## config.mk

```make
export PLATFORM = sky130hd
export DESIGN_NAME = uart_rx
export DESIGN_NICKNAME = d
export VERILOG_FILES = /design/src/verilog/uart_rx_pkg.sv /design/src/verilog/uart_rx_shift_reg.sv /design/src/verilog/baud_mid_compare.sv /design/src/verilog/bit_counter.sv /design/src/verilog/uart_rx_datapath.sv /design/src/verilog/uart_rx_control.sv /design/src/verilog/uart_rx.sv
export SDC_FILE = /design/constraint.sdc
export NUM_CORES = 1
export LEC_CHECK = 0
export ABC_AREA = 1
export BUFFER_PORTS_ARGS = -buffer_cell sky130_fd_sc_hd__buf_2
export CORE_MARGIN = 10
export CORE_UTILIZATION = 52
export DETAILED_ROUTE_END_ITERATION = 7
export GPL_TIMING_DRIVEN = 0
export PLACE_DENSITY = 0.8
export SLEW_MARGIN = 20
export SYNTH_ARGS = -nofsm -noshare
export SYNTH_HDL_FRONTEND = slang
export SYNTH_SLANG_ARGS = --single-unit
```

## constraint.sdc

```tcl
create_clock -name clk -period 2.06 [get_ports clk]
set_input_delay 0.206 -clock clk [delete_from_list [all_inputs] [get_ports clk]]
set_output_delay 0.206 -clock clk [all_outputs]
set_load 0.02 [all_outputs]
```

## src/verilog/uart_rx_pkg.sv

```systemverilog
package uart_rx_pkg;

    // ======================================================================
    // bit timing, 866 cycles per bit is about 115200 baud at 100 MHz
    // ======================================================================
    localparam int baud_one_bit      = 866;
    localparam int baud_one_half_bit = 1301;   // start edge to middle of data bit 0
    localparam int baud_cnt_width    = 11;

    // ======================================================================
    // frame format
    // ======================================================================
    localparam int data_bits     = 8;          // 8N1, no parity
    localparam int bit_cnt_width = 4;

    // shared select for the baud counter and the bit counter
    typedef enum logic [1:0] {
        cnt_clear = 2'b00,
        cnt_hold  = 2'b01,
        cnt_inc   = 2'b11
    } counter_op_t;

    // compare point of the baud counter
    typedef enum logic {
        target_one_half = 1'b0,
        target_one      = 1'b1
    } baud_target_t;

    typedef enum logic [1:0] {
        rx_idle  = 2'b00,
        rx_start = 2'b01,
        rx_data  = 2'b10,
        rx_stop  = 2'b11
    } rx_state_t;

    typedef logic [data_bits-1:0] rx_byte_t;

endpackage

```

## src/verilog/uart_rx_shift_reg.sv

```systemverilog
`timescale 1ns/1ps

module uart_rx_shift_reg (
    input  logic                  clk,
    input  logic                  reset_b,
    input  logic                  rx_bit,
    input  logic                  shift_rx_sel,
    output uart_rx_pkg::rx_byte_t rx_data
);
    import uart_rx_pkg::*;

    // serial data arrives LSB first, so each new bit enters at the top
    // and the first bit has walked down to bit 0 after the eighth shift
    always_ff @(posedge clk or negedge reset_b)
    begin
        if (!reset_b)
        begin
            rx_data <= '0;
        end
        else if (shift_rx_sel)
        begin
            rx_data <= {rx_bit, rx_data[data_bits-1:1]};
        end
    end

endmodule

```

## src/verilog/baud_mid_compare.sv

```systemverilog
`timescale 1ns/1ps

module baud_mid_compare (
    input  logic                      clk,
    input  logic                      reset_b,
    input  uart_rx_pkg::counter_op_t  baud_counter_sel,
    input  uart_rx_pkg::baud_target_t baud_mid_compare_sel,
    output logic                      baud_mid_compare_val
);
    import uart_rx_pkg::*;

    // the count starts at zero, so each target is the cycle count minus one
    localparam logic [baud_cnt_width-1:0] one_bit_last      =
        baud_cnt_width'(baud_one_bit - 1);
    localparam logic [baud_cnt_width-1:0] one_half_bit_last =
        baud_cnt_width'(baud_one_half_bit - 1);

    logic [baud_cnt_width-1:0] baud_count;
    logic [baud_cnt_width-1:0] compare_target;

    // ======================================================================
    // bit-time counter
    // ======================================================================
    always_ff @(posedge clk or negedge reset_b)
    begin
        if (!reset_b)
        begin
            baud_count <= '0;
        end
        else
        begin
            case (baud_counter_sel)
                cnt_clear: baud_count <= '0;
                cnt_inc:   baud_count <= baud_count + 1'b1;
                default:   baud_count <= baud_count;   // hold
            endcase
        end
    end

    // ======================================================================
    // compare against the selected sample point
    // ======================================================================
    always_comb
    begin
        if (baud_mid_compare_sel == target_one)
            compare_target = one_bit_last;
        else
            compare_target = one_half_bit_last;   // first sample after the start edge
    end

    assign baud_mid_compare_val = (baud_count == compare_target);

endmodule

```

## src/verilog/bit_counter.sv

```systemverilog
`timescale 1ns/1ps

module bit_counter (
    input  logic                     clk,
    input  logic                     reset_b,
    input  uart_rx_pkg::counter_op_t bit_counter_sel,
    output logic                     bit_counter_compare_val
);
    import uart_rx_pkg::*;

    localparam logic [bit_cnt_width-1:0] last_count = bit_cnt_width'(data_bits);

    logic [bit_cnt_width-1:0] bit_count;

    // counts data bits taken into the shift register
    always_ff @(posedge clk or negedge reset_b)
    begin
        if (!reset_b)
        begin
            bit_count <= '0;
        end
        else
        begin
            case (bit_counter_sel)
                cnt_clear: bit_count <= '0;
                cnt_inc:   bit_count <= bit_count + 1'b1;
                default:   bit_count <= bit_count;
            endcase
        end
    end

    // high once all data bits of the frame are in
    assign bit_counter_compare_val = (bit_count == last_count);

endmodule

```

## src/verilog/uart_rx_datapath.sv

```systemverilog
`timescale 1ns/1ps

module uart_rx_datapath (
    input  logic                      clk,
    input  logic                      reset_b,
    input  logic                      uart_rx_in,
    input  logic                      shift_rx_sel,
    input  uart_rx_pkg::baud_target_t baud_mid_compare_sel,
    input  uart_rx_pkg::counter_op_t  baud_counter_sel,
    input  uart_rx_pkg::counter_op_t  bit_counter_sel,
    output logic                      rx_sync,
    output logic                      baud_mid_compare_val,
    output logic                      bit_counter_compare_val,
    output uart_rx_pkg::rx_byte_t     uart_rx_data_out
);

    logic rx_meta;   // first synchronizer stage, not used anywhere else

    // ======================================================================
    // two-flop synchronizer, resets to the idle line level
    // ======================================================================
    always_ff @(posedge clk or negedge reset_b)
    begin
        if (!reset_b)
        begin
            rx_meta <= 1'b1;
            rx_sync <= 1'b1;
        end
        else
        begin
            rx_meta <= uart_rx_in;
            rx_sync <= rx_meta;
        end
    end

    // ======================================================================
    // datapath blocks
    // ======================================================================
    uart_rx_shift_reg ursr (
        .clk          (clk),
        .reset_b      (reset_b),
        .rx_bit       (rx_sync),
        .shift_rx_sel (shift_rx_sel),
        .rx_data      (uart_rx_data_out)
    );

    baud_mid_compare bmc (
        .clk                  (clk),
        .reset_b              (reset_b),
        .baud_counter_sel     (baud_counter_sel),
        .baud_mid_compare_sel (baud_mid_compare_sel),
        .baud_mid_compare_val (baud_mid_compare_val)
    );

    bit_counter bc (
        .clk                     (clk),
        .reset_b                 (reset_b),
        .bit_counter_sel         (bit_counter_sel),
        .bit_counter_compare_val (bit_counter_compare_val)
    );

endmodule

```

## src/verilog/uart_rx_control.sv

```systemverilog
`timescale 1ns/1ps

module uart_rx_control (
    input  logic                      clk,
    input  logic                      reset_b,
    input  logic                      rx_sync,
    input  logic                      baud_mid_compare_val,
    input  logic                      bit_counter_compare_val,
    output logic                      shift_rx_sel,
    output uart_rx_pkg::baud_target_t baud_mid_compare_sel,
    output uart_rx_pkg::counter_op_t  baud_counter_sel,
    output uart_rx_pkg::counter_op_t  bit_counter_sel,
    output logic                      data_valid,
    output logic                      framing_error
);
    import uart_rx_pkg::*;

    rx_state_t state;
    rx_state_t state_next;
    logic      rx_prev;        // line value one cycle back
    logic      start_edge;
    logic      stop_sample;

    // a start bit needs a falling edge, so a line held low after a
    // framing error is not taken as a new frame
    assign start_edge  = rx_prev && !rx_sync;
    assign stop_sample = (state == rx_stop) && baud_mid_compare_val;

    // ======================================================================
    // state register and line history
    // ======================================================================
    always_ff @(posedge clk or negedge reset_b)
    begin
        if (!reset_b)
        begin
            state   <= rx_idle;
            rx_prev <= 1'b1;
        end
        else
        begin
            state   <= state_next;
            rx_prev <= rx_sync;
        end
    end

    // ======================================================================
    // next state and datapath selects
    // ======================================================================
    always_comb
    begin
        state_next           = state;
        shift_rx_sel         = 1'b0;
        baud_mid_compare_sel = target_one;
        baud_counter_sel     = cnt_inc;
        bit_counter_sel      = cnt_hold;

        case (state)
            rx_idle:
            begin
                baud_counter_sel = cnt_clear;
                bit_counter_sel  = cnt_clear;
                if (start_edge)
                    state_next = rx_start;
            end

            rx_start:
            begin
                baud_mid_compare_sel = target_one_half;
                if (baud_mid_compare_val)
                begin
                    // middle of data bit 0
                    shift_rx_sel     = 1'b1;
                    baud_counter_sel = cnt_clear;
                    bit_counter_sel  = cnt_inc;
                    state_next       = rx_data;
                end
            end

            rx_data:
            begin
                if (bit_counter_compare_val)
                begin
                    state_next = rx_stop;   // baud count keeps running into the stop bit
                end
                else if (baud_mid_compare_val)
                begin
                    shift_rx_sel     = 1'b1;
                    baud_counter_sel = cnt_clear;
                    bit_counter_sel  = cnt_inc;
                end
            end

            rx_stop:
            begin
                if (baud_mid_compare_val)
                    state_next = rx_idle;
            end

            default:
            begin
                state_next = rx_idle;
            end
        endcase
    end

    // ======================================================================
    // result pulses, one cycle after the stop bit sample
    // ======================================================================
    always_ff @(posedge clk or negedge reset_b)
    begin
        if (!reset_b)
        begin
            data_valid    <= 1'b0;
            framing_error <= 1'b0;
        end
        else
        begin
            data_valid    <= stop_sample && rx_sync;
            framing_error <= stop_sample && !rx_sync;   // stop bit read as 0
        end
    end

endmodule

```

## src/verilog/uart_rx.sv

```systemverilog
`timescale 1ns/1ps

module uart_rx (
    input  logic                  clk,
    input  logic                  reset_b,
    input  logic                  rx_in,
    output uart_rx_pkg::rx_byte_t rx_data,
    output logic                  data_valid,
    output logic                  framing_error
);
    import uart_rx_pkg::*;

    logic         rx_sync;
    logic         shift_rx_sel;
    logic         baud_mid_compare_val;
    logic         bit_counter_compare_val;
    baud_target_t baud_mid_compare_sel;
    counter_op_t  baud_counter_sel;
    counter_op_t  bit_counter_sel;

    uart_rx_control u_control (
        .clk                     (clk),
        .reset_b                 (reset_b),
        .rx_sync                 (rx_sync),
        .baud_mid_compare_val    (baud_mid_compare_val),
        .bit_counter_compare_val (bit_counter_compare_val),
        .shift_rx_sel            (shift_rx_sel),
        .baud_mid_compare_sel    (baud_mid_compare_sel),
        .baud_counter_sel        (baud_counter_sel),
        .bit_counter_sel         (bit_counter_sel),
        .data_valid              (data_valid),
        .framing_error           (framing_error)
    );

    uart_rx_datapath u_datapath (
        .clk                     (clk),
        .reset_b                 (reset_b),
        .uart_rx_in              (rx_in),
        .shift_rx_sel            (shift_rx_sel),
        .baud_mid_compare_sel    (baud_mid_compare_sel),
        .baud_counter_sel        (baud_counter_sel),
        .bit_counter_sel         (bit_counter_sel),
        .rx_sync                 (rx_sync),
        .baud_mid_compare_val    (baud_mid_compare_val),
        .bit_counter_compare_val (bit_counter_compare_val),
        .uart_rx_data_out        (rx_data)
    );

endmodule

```

=== After elaboration in Yosys (flattened, before gate mapping) ===
Index checks and enable logic that the tools add are counted.

* Muxes and demuxes: 17
* Add/sub/neg operators: 2
* Equality and inequality tests: 11
* Reduce and logical (&&, ||, !) cells: 11

{| class="wikitable"
|+ Operator list
! operator !! count
|-
| case mux 11 bit (2 select lines) || 1
|-
| 2-to-1 mux 2 bit || 8
|-
| case mux 2 bit (3 select lines) || 2
|-
| adder 11 x 1 -> 11 bit, second input constant || 1
|-
| equality test 11 bit || 1
|-
| 2-to-1 mux 11 bit || 1
|-
| equality test 2 bit, second input constant || 4
|-
| case mux 2 bit (4 select lines) || 1
|-
| case mux 4 bit (2 select lines) || 1
|-
| zero test 2 bit || 3
|-
| inequality test 2 x 1 -> 1 bit, second input constant || 3
|-
| adder 4 x 1 -> 4 bit, second input constant || 1
|-
| equality test 4 bit, second input constant || 1
|-
| logical AND 1 bit || 4
|-
| AND reduction 4 bit || 1
|-
| nonzero test 2 bit || 2
|-
| equality test 2 x 1 -> 1 bit, second input constant || 1
|-
| 2-to-1 mux 1 bit || 2
|-
| inequality test 2 bit, second input constant || 1
|-
| case mux 1 bit (2 select lines) || 1
|-
| zero test 1 bit || 1
|}

* Flip-flop bits (word level): 30
* Word-level logic and storage cells: 50

=== Depth between registers and ports, before layout ===
Gate-level depths: netlist of the first run.

* Depth in word-level cells: 8
* Gate-level depth with buffers: 15

=== By module ===
Synthesis of the first run repeated with hierarchy kept, for this count alone.

* Cells, all modules: 194
* Area total of the unflattened synthesis: 1597.8 µm²

{| class="wikitable"
|+ Modules (own cells, without submodules)
! module !! instances !! area each (µm²) !! cells each
|-
| baud_mid_compare || 1 || 654.4 || 88
|-
| uart_rx_control || 1 || 352.8 || 42
|-
| uart_rx_shift_reg || 1 || 305.3 || 34
|-
| bit_counter || 1 || 232.7 || 28
|-
| uart_rx_datapath || 1 || 52.6 || 2
|}

=== Worst setup path after synthesis of the first run ===
Ideal clock, no wire load.

* Kind: flip-flop to flip-flop
* Start: register u_control.state[1]
* End: register u_datapath.bc.bit_count[3]
* Period minus slack after synthesis: 1953 ps
* Arrival: 1830 ps
* Required time: 1937 ps
* Cell stages (with the launch flop): 15
* Path slack: 107 ps
* Buffers on the path: 1
* Cells stage by stage: dfrtp_1 inv_1 ha_1 inv_1 nand2_2 nand3_2 inv_2 buf_8 nand2_1 nor2_2 ha_1 nor2_1 nand3_1 o22ai_1 a21oi_1

* Longest elaborated chain between the ends: 8
* Elaborated cells between the ends (all ways): 12
* Classes of those cells: eq/ne: 4; mux: 5; reduce/logical: 3

{| class="wikitable"
|+ RTL lines
! what !! RTL line !! RTL
|-
| start, declared || uart_rx_control.sv:18 || <nowiki>rx_state_t state;</nowiki>
|-
| start signal, assigned || uart_rx_control.sv:36 || <nowiki>state <= rx_idle;</nowiki>
|-
| start signal, assigned || uart_rx_control.sv:41 || <nowiki>state <= state_next;</nowiki>
|-
| equality test 2 x 1 -> 1 bit || uart_rx_control.sv:57 || <nowiki>case (state)</nowiki>
|-
| 2-to-1 mux 11 bit || baud_mid_compare.sv:45 || <nowiki>if (baud_mid_compare_sel == target_one)</nowiki>
|-
| equality test 11 bit || baud_mid_compare.sv:51 || <nowiki>assign baud_mid_compare_val = (baud_count == compare_target);</nowiki>
|-
| 2-to-1 mux 2 bit || uart_rx_control.sv:69, uart_rx_control.sv:85 ||
|-
| 2-to-1 mux 2 bit || uart_rx_control.sv:81 || <nowiki>if (bit_counter_compare_val)</nowiki>
|-
| case mux 2 bit (3 select lines) * || uart_rx_control.sv:57 ||
|-
| equality test 2 bit or zero test 2 bit (tied branches) || bit_counter.sv:24 || <nowiki>case (bit_counter_sel)</nowiki>
|-
| case mux 4 bit (2 select lines) or nonzero test 2 bit (tied branches) || n/a ||
|-
| end signal, assigned || bit_counter.sv:26 || <nowiki>cnt_inc: bit_count <= bit_count + 1'b1;</nowiki>
|-
| end signal, assigned || bit_counter.sv:27 || <nowiki>default: bit_count <= bit_count;</nowiki>
|-
| end, declared || bit_counter.sv:13 || <nowiki>logic [bit_cnt_width-1:0] bit_count;</nowiki>
|}

Every way passes the cells marked *; elsewhere a longest branch is shown, timed or not.
A chain may end at the register's enable or synchronous reset.

=== Worst setup path in the final report of the first run ===
* Start: register u_datapath.bmc.baud_count[4]
* End: register u_datapath.bc.bit_count[2]

* Longest elaborated chain between the ends: 6
* Elaborated cells between the ends (all ways): 8
* Classes of those cells: eq/ne: 2; mux: 4; reduce/logical: 2

{| class="wikitable"
|+ RTL lines
! what !! RTL line !! RTL
|-
| start, declared || baud_mid_compare.sv:18 || <nowiki>logic [baud_cnt_width-1:0] baud_count;</nowiki>
|-
| start signal, assigned || baud_mid_compare.sv:34 || <nowiki>cnt_inc: baud_count <= baud_count + 1'b1;</nowiki>
|-
| start signal, assigned || baud_mid_compare.sv:35 || <nowiki>default: baud_count <= baud_count;</nowiki>
|-
| equality test 11 bit * || baud_mid_compare.sv:51 ||
|-
| 2-to-1 mux 2 bit * || uart_rx_control.sv:69, uart_rx_control.sv:85 ||
|-
| 2-to-1 mux 2 bit || uart_rx_control.sv:81 ||
|-
| case mux 2 bit (3 select lines) * || uart_rx_control.sv:57 ||
|-
| equality test 2 bit or zero test 2 bit (tied branches) || bit_counter.sv:24 ||
|-
| case mux 4 bit (2 select lines) or nonzero test 2 bit (tied branches) || n/a ||
|}

Marked as above.

==> metrics.txt, run 1 <==
most used flip-flop cell after synthesis dfrtp_1; Final Util 67.5%; Req. time, crit path 2.28 ns; multi-input logic area 757 um^2; Leak Pwr 0.000932 uW; CTS tree done; Final Wtd Congestion 0.900; synthesized area 0.00156 mm^2; htree depth 2; main combinational cell family by area after synthesis simple AND/OR/NAND/NOR gates; total die area 0.00560 mm^2; wire per inst 13.3 um; top-count cell post-synth nand2_1; CP max-delay cell dfrtp_1; 1st-iter DRT viols 78; clk buf depth 2; HPWL after detailed placement 2.21 mm; worst hold path class flop to flop; FMAX 515 MHz; synth unique cells 24; Commonest cells post-synth nand2_1 (42), dfrtp_1 (27), inv_1 (17); initial core utilization 55.8%; Via density 5.35; Worst setup EP type flop; Global Route Usage Sum 12.8%; worst-path fanout max 4; PortBufs 12; grt met3 use 4.47%; Detailed Routing Iterations Pass 1 4; post-synthesis register bit count 30; max_cap viols 0; setup skew after layout 0.00575 ns; Mapped Nets 190; initial antenna violation count 0; worst-margin pin slew 0.655 ns; main area contributors after synthesis dfrtp_1 (43%), nand2_1 (10%), ha_1 (7.2%); row count 19; max_slew headroom 56.3%; number of synthesized flops with an enable pin 0; vias 1300; final setup violating endpoints 0; power density cells 979 mW/mm^2; clk_lat worst skew 0.33 ns; VDD IR max 0.634 mV; TritonCTS Buffers 5; Place WS -0.174 ns; asr flop ratio synth 100%; Synth top area share 43.2%; fin crit share 94.2%; Avg Cell Area, Syn 8.79 um^2; Compound-Gate Fraction of Synth Area 5.92%; Worst Hold Margin 0.370 ns; share of cells above drive strength 1 31.1%; Fillers 222; critical path type flop to flop; largest area contributor in the netlist dfrtp_1; fin. max-slew vios 0; DIE HEIGHT 74.8 um; root buf cell clkbuf_4; met1 GRT Util 14.4%; P&R area growth vs syn 21.0%; die width 74.8 um; vias in the first global route 1303; mux contribution to synthesized area 0%; status finished clean; Final Hold Fails 0; global routing's busiest layer met2; Post-Synth Simple-Gate Area 26.8%; GRT overflow 0; WL final 3.24 mm; Worst-path clk slew 0.09 ns; synth warn 0; setup tns final 0 ns; # nets final 223; cells after synthesis 178; Clock Sinks 30; CP peak stage delay 0.41 ns; Core Area 0.00281 mm^2; met2 GRT Util 21.8%; Post-Synth Adder-Cell Area 7.20%; xor/xnor share of the synthesized area 5.04%; Reg area 761 um^2; Post-route DRC 0; Worst setup SP type flop; Ports 13; WP data arrival 2.16 ns; remaining antenna violation count 0; post-layout minimum cycle time 1.94 ns; Seq/Total Area, Yosys 48.2%; final worst slack 0.120 ns; largest net degree at the start of global routing 31; first-pass GRT wire length 5.63 mm; critical-path cell list inv_2 > nand2_1 > nor2_1 > nand2_1 > nand2_2 > nand3_2 > inv_2 > buf_8 > nand2_2 > nor2_4 > ha_4 > buf_4 > o22ai_1 > a21oi_1; Inserted Diodes 0
## path summary, 6_finish.rpt
kind,from,to,slack (ns),depth (start not counted)
max in group asynchronous,reset_b,u_datapath.bmc.baud_count[2],1.17,2
worst min-delay path,u_datapath.rx_meta,u_datapath.rx_sync,0.37,0
worst max register to register,u_datapath.bmc.baud_count[4],u_datapath.bc.bit_count[2],0.12,14
min in group asynchronous,reset_b,u_datapath.ursr.rx_data[0],0.43,2
worst min register to register,u_datapath.rx_meta,u_datapath.rx_sync,0.37,0
worst max-delay path,u_datapath.bmc.baud_count[4],u_datapath.bc.bit_count[2],0.12,14
## critical path, delay by kind of cell, from the launching register on
| family | cells | cell delay, ns |
|---|---|---|
| and+or+nand+nor | 7 | 0.55 |
| buffers and inverters | 4 | 0.42 |
| adders and majority gates | 1 | 0.23 |
| AOI/OAI and AO/OA | 2 | 0.20 |
| DFF | 1 | 0.41 |
## power by group
group / internal (uW) / switching (uW)
logic: 304 / 502
registers: 643 / 45.6
clock network: 165 / 194
## cells in the final DEF, fill, tap and decap left out, drive strengths merged
cell         instances
nor3                 2
ha                   9
buf                 28
nor2                18
clkinv               1
a21oi               15
dlygate4sd3          2
nand2               46
xnor2                3
dfrtp               27
nand4               10
o21ai                1
nand3               12
dfstp                3
or2                  1
clkbuf               7
xor2                 6
inv                 19
o22ai                2
## through the flow
step / cells / area (um^2) / total power [uW]
2_1_floorplan: 178 / 1560 / 1180
3_5_place_dp: 221 / 1660 / 1340
5_1_grt: 243 / 1890 / 2000
3_3_place_gp: 221 / 1660 / 1290
4_1_cts: 237 / 1830 / 1810
6_report: 243 / 1890 / 1850
## final cells by class
cell class / count / area share, %
repair buffers: 26 / 8.99
clock inverters: 1 / 0.264
plain buffers: 4 / 1.85
flip-flops and latches: 30 / 40.2
clock buffers: 7 / 2.91
inverters: 19 / 3.77
multi-input cells: 125 / 40.0
well taps: 31 / 2.05
## per-layer routing
layer / up-vias / part of all wire [%]
met5: - / 0
met4: 0 / 1.4
met3: 5 / 6.0
met2: 34 / 51
met1: 613 / 42
li1: 648 / -
## registers in the layout, indices dropped and copies added, names as in the netlist
name	cells
u_datapath.bmc.baud_count	11
u_datapath.ursr.rx_data	8
u_datapath.bc.bit_count	4
u_control.state	2
u_control.data_valid	1
u_control.framing_error	1
u_control.rx_prev	1
u_datapath.rx_meta	1
u_datapath.rx_sync	1
## repair_timing
action                     CTS  global route
buffers inserted             6             6
resized for setup            9            10
setup endpoints to repair    2             4
pin swaps                    2             8
hold endpoints to repair    28             0
hold buffers                 2             0
## cell families (layout without fill, tap and decap cells)
logic type	after synthesis	count (layout)
and+or+nand+nor	89	89
DFF	30	30
buffers and inverters	23	57
AOI/OAI and AO/OA	18	18
adders and majority gates	9	9
xor gates and xnor gates	9	9
Power figures use the tool's default switching activity.
==> run 2, diff against run 1 <==
--- a/config.mk
+++ b/config.mk
@@ -10,7 +10,7 @@
 export CORE_MARGIN = 10
 export CORE_UTILIZATION = 52
 export DETAILED_ROUTE_END_ITERATION = 7
-export GPL_TIMING_DRIVEN = 0
+export GPL_TIMING_DRIVEN = 1
 export PLACE_DENSITY = 0.8
 export SLEW_MARGIN = 20
 export SYNTH_ARGS = -nofsm -noshare
==> run 2 against run 1 <==
  * Sequential power is 0.9% higher
  * Power down 6.4%
  * Sequential share of layout area increased by 2.5 points
  * Die area unchanged
  * First-iteration DRC count rose by 40%
  * Maximum frequency rose by 1.2%
  * Cell area fell by 6.4%
  * Flip-flop and latch count unchanged
  * Via count is 3.7% lower
  * Worst hold slack got worse by 0.0086 ns
  * Clock-buffer cell count fell by 1
  * Largest power group unchanged
  * Critical endpoint is now u_datapath.bc.bit_count[3]
  * Clock power decreased by 8.4%
==> metrics.txt, run 2 (synthesized netlist as in run 1, its figures left out) <==
status finished clean; Hold EP u_datapath.rx_sync; setup tns final 0 ns (unchanged); # nets final 213 (-4.5%); Fillers 223 (+0.45%); worst hold path class flop to flop; DIE HEIGHT 74.8 um (unchanged); WP data arrival 2.14 ns (-0.02 ns); root buf cell clkbuf_4; biggest regs u_datapath.bmc.baud_count: 11 flops, u_datapath.ursr.rx_data: 8 flops, u_datapath.bc.bit_count: 4 flops; final setup violating endpoints 0 (unchanged); Req. time, crit path 2.28 ns (about the same); WL final 3.02 mm (-6.8%); Leak Pwr 0.000875 uW (-6.1%); post-layout minimum cycle time 1.92 ns (-0.0233 ns); initial core utilization 55.8% (unchanged); HPWL after detailed placement 2.17 mm (-1.7%); Inserted Diodes 0 (unchanged); initial antenna violation count 0 (unchanged); wire per inst 13.0 um (-2.8%); multi-input logic area 729 um^2 (-3.6%); Via density 5.37 (+0.44%); fin. max-slew vios 0 (unchanged); Worst-path clk slew 0.09 ns (about the same); fin crit share 93.1% (-1.1 points); RSZ-0062 raised after global routing false; Worst setup EP type flop; Post-route DRC 0 (unchanged); Hold Path Depth 0 (unchanged); row count 19 (unchanged); 1st-iter DRT viols 109 (+40%); final worst slack 0.143 ns (+0.0233 ns); Core Area 0.00281 mm^2 (unchanged); TritonCTS Buffers 5 (unchanged); vias in the first global route 1152 (-12%); VDD IR max 0.577 mV (-9.0%); Final Wtd Congestion 0.934 (+3.7%); r2r setup slk 0.14 ns (+0.02 ns); reg-to-reg startpoint u_control.state[1]; power density cells 979 mW/mm^2 (about the same); Reg with most FFs u_datapath.bmc.baud_count; P&R area growth vs syn 13.3%; clk_lat worst skew 0.34 ns (about the same); GRT overflow 0 (unchanged); Place WS 0.0837 ns (+0.257 ns); share of cells above drive strength 1 23.3% (-7.9 points); die width 74.8 um (unchanged); most common cell after layout, fill and taps aside nand2_1; Worst Hold Margin 0.361 ns (-0.00859 ns); CTS tree done; Design Area, Final 0.00177 mm^2 (-6.4%); Detailed Routing Iterations Pass 1 4 (unchanged); Global Route Usage Sum 11.4% (-1.3 points); commonest cells after routing, fill and taps aside nand2_1 (41), dfrtp_1 (26), inv_1 (16); remaining antenna violation count 0 (unchanged); PortBufs 12 (unchanged); setup skew after layout 0.0176 ns (+0.0119 ns); vias 1252 (-3.7%); worst-margin pin slew 0.651 ns (-0.00396 ns); clk buf depth 2 (unchanged); largest net degree at the start of global routing 31 (unchanged); FMAX 522 MHz (+1.2%); worst-path fanout max 5 (+1); max_slew headroom 56.6% (+0.26 points); Reg area 756 um^2 (-0.66%); total die area 0.00560 mm^2 (unchanged); max_cap viols 0 (unchanged); htree depth 2 (unchanged); first-pass GRT wire length 4.97 mm (-12%); Ports 13 (unchanged); Final Util 63.2% (-4.3 points); Clock Sinks 30 (unchanged); Worst setup SP type flop; Reg2Reg Capture Point u_datapath.bc.bit_count[3]; critical path type flop to flop; Hold Startpoint u_datapath.rx_meta; Cell Area, Placed 0.00165 mm^2 (-0.75%); Final Hold Fails 0 (unchanged); reg2reg path depth 13 (-1); max reg flops 11 (unchanged)
run 2: cell count changes in the layout (fill, tap and decap cells not counted), moves of 2 or more:
| cell | change |
|---|---|
| nor2_2 | +2 |
| inv_2 | -2 |
| dfrtp_2 | -4 |
| nor2_4 | -2 |
| nand2_1 | +2 |
| buf_4 | -8 |
| dfrtp_1 | +4 |
| inv_1 | +2 |
run 2: layout make-up:
cell class                 instances  area share, %
timing repair buffer              20           7.06
multi-input combinational        125           41.2
inverter                          19           4.03
sequential                        30           42.7
tap                               31           2.19
clock buffer                       6           2.33
clock inverter                     2          0.565
run 2: repair_timing:
item	4_1_cts	5_1_grt
endpoints found under the hold margin	28	0
hold buffers	2	0
gates resized for setup	0	7
buffers inserted	0	3
endpoints found under the setup margin	0	2
run 2: through the flow:
stage          instances  power, uW
2_1_floorplan        178       1180
3_3_place_gp         220       1300
3_5_place_dp         220       1320
4_1_cts              230       1650
5_1_grt              233       1860
6_report             233       1740
run 2: layer usage:
layer  part of all wire (%)  vias to the layer above  global-route usage (%)
li1                       -                      624                       -
met1                     41                      594                    12.5
met2                     52                       29                    19.1
met3                    6.0                        5                    4.60
met4                   0.86                        0                    5.04
met5                      0                        -                       0
run 2: power by group:
part,internal [uW],switching (uW)
Sequential,642,53.1
Clock,130,200
Combinational,261,450
Total,1030,703
run 2: worst max-delay path: stages (launching register included):
cell and delay [ns]:
dfrtp_1 0.43, inv_1 0.10, ha_2 0.20, inv_2 0.06, nand2_2 0.08, nand3_2 0.09
inv_2 0.06, nand2_1 0.06, nor2_2 0.11, ha_4 0.23, nor2_2 0.12, nand3_1 0.10
o22ai_1 0.12, a21oi_1 0.06
run 2: how the worst max path moves through the flow:
stage / from / endpoint
floorplan: u_control.state[1] / u_datapath.bc.bit_count[3]
global placement: u_control.state[1] / u_datapath.bc.bit_count[3]
detailed placement: u_control.state[1] / u_datapath.bc.bit_count[3]
CTS: u_control.state[1] / u_datapath.bc.bit_count[3]
global route: u_datapath.bmc.baud_count[4] / u_datapath.bc.bit_count[3]
finish: u_control.state[1] / u_datapath.bc.bit_count[3]
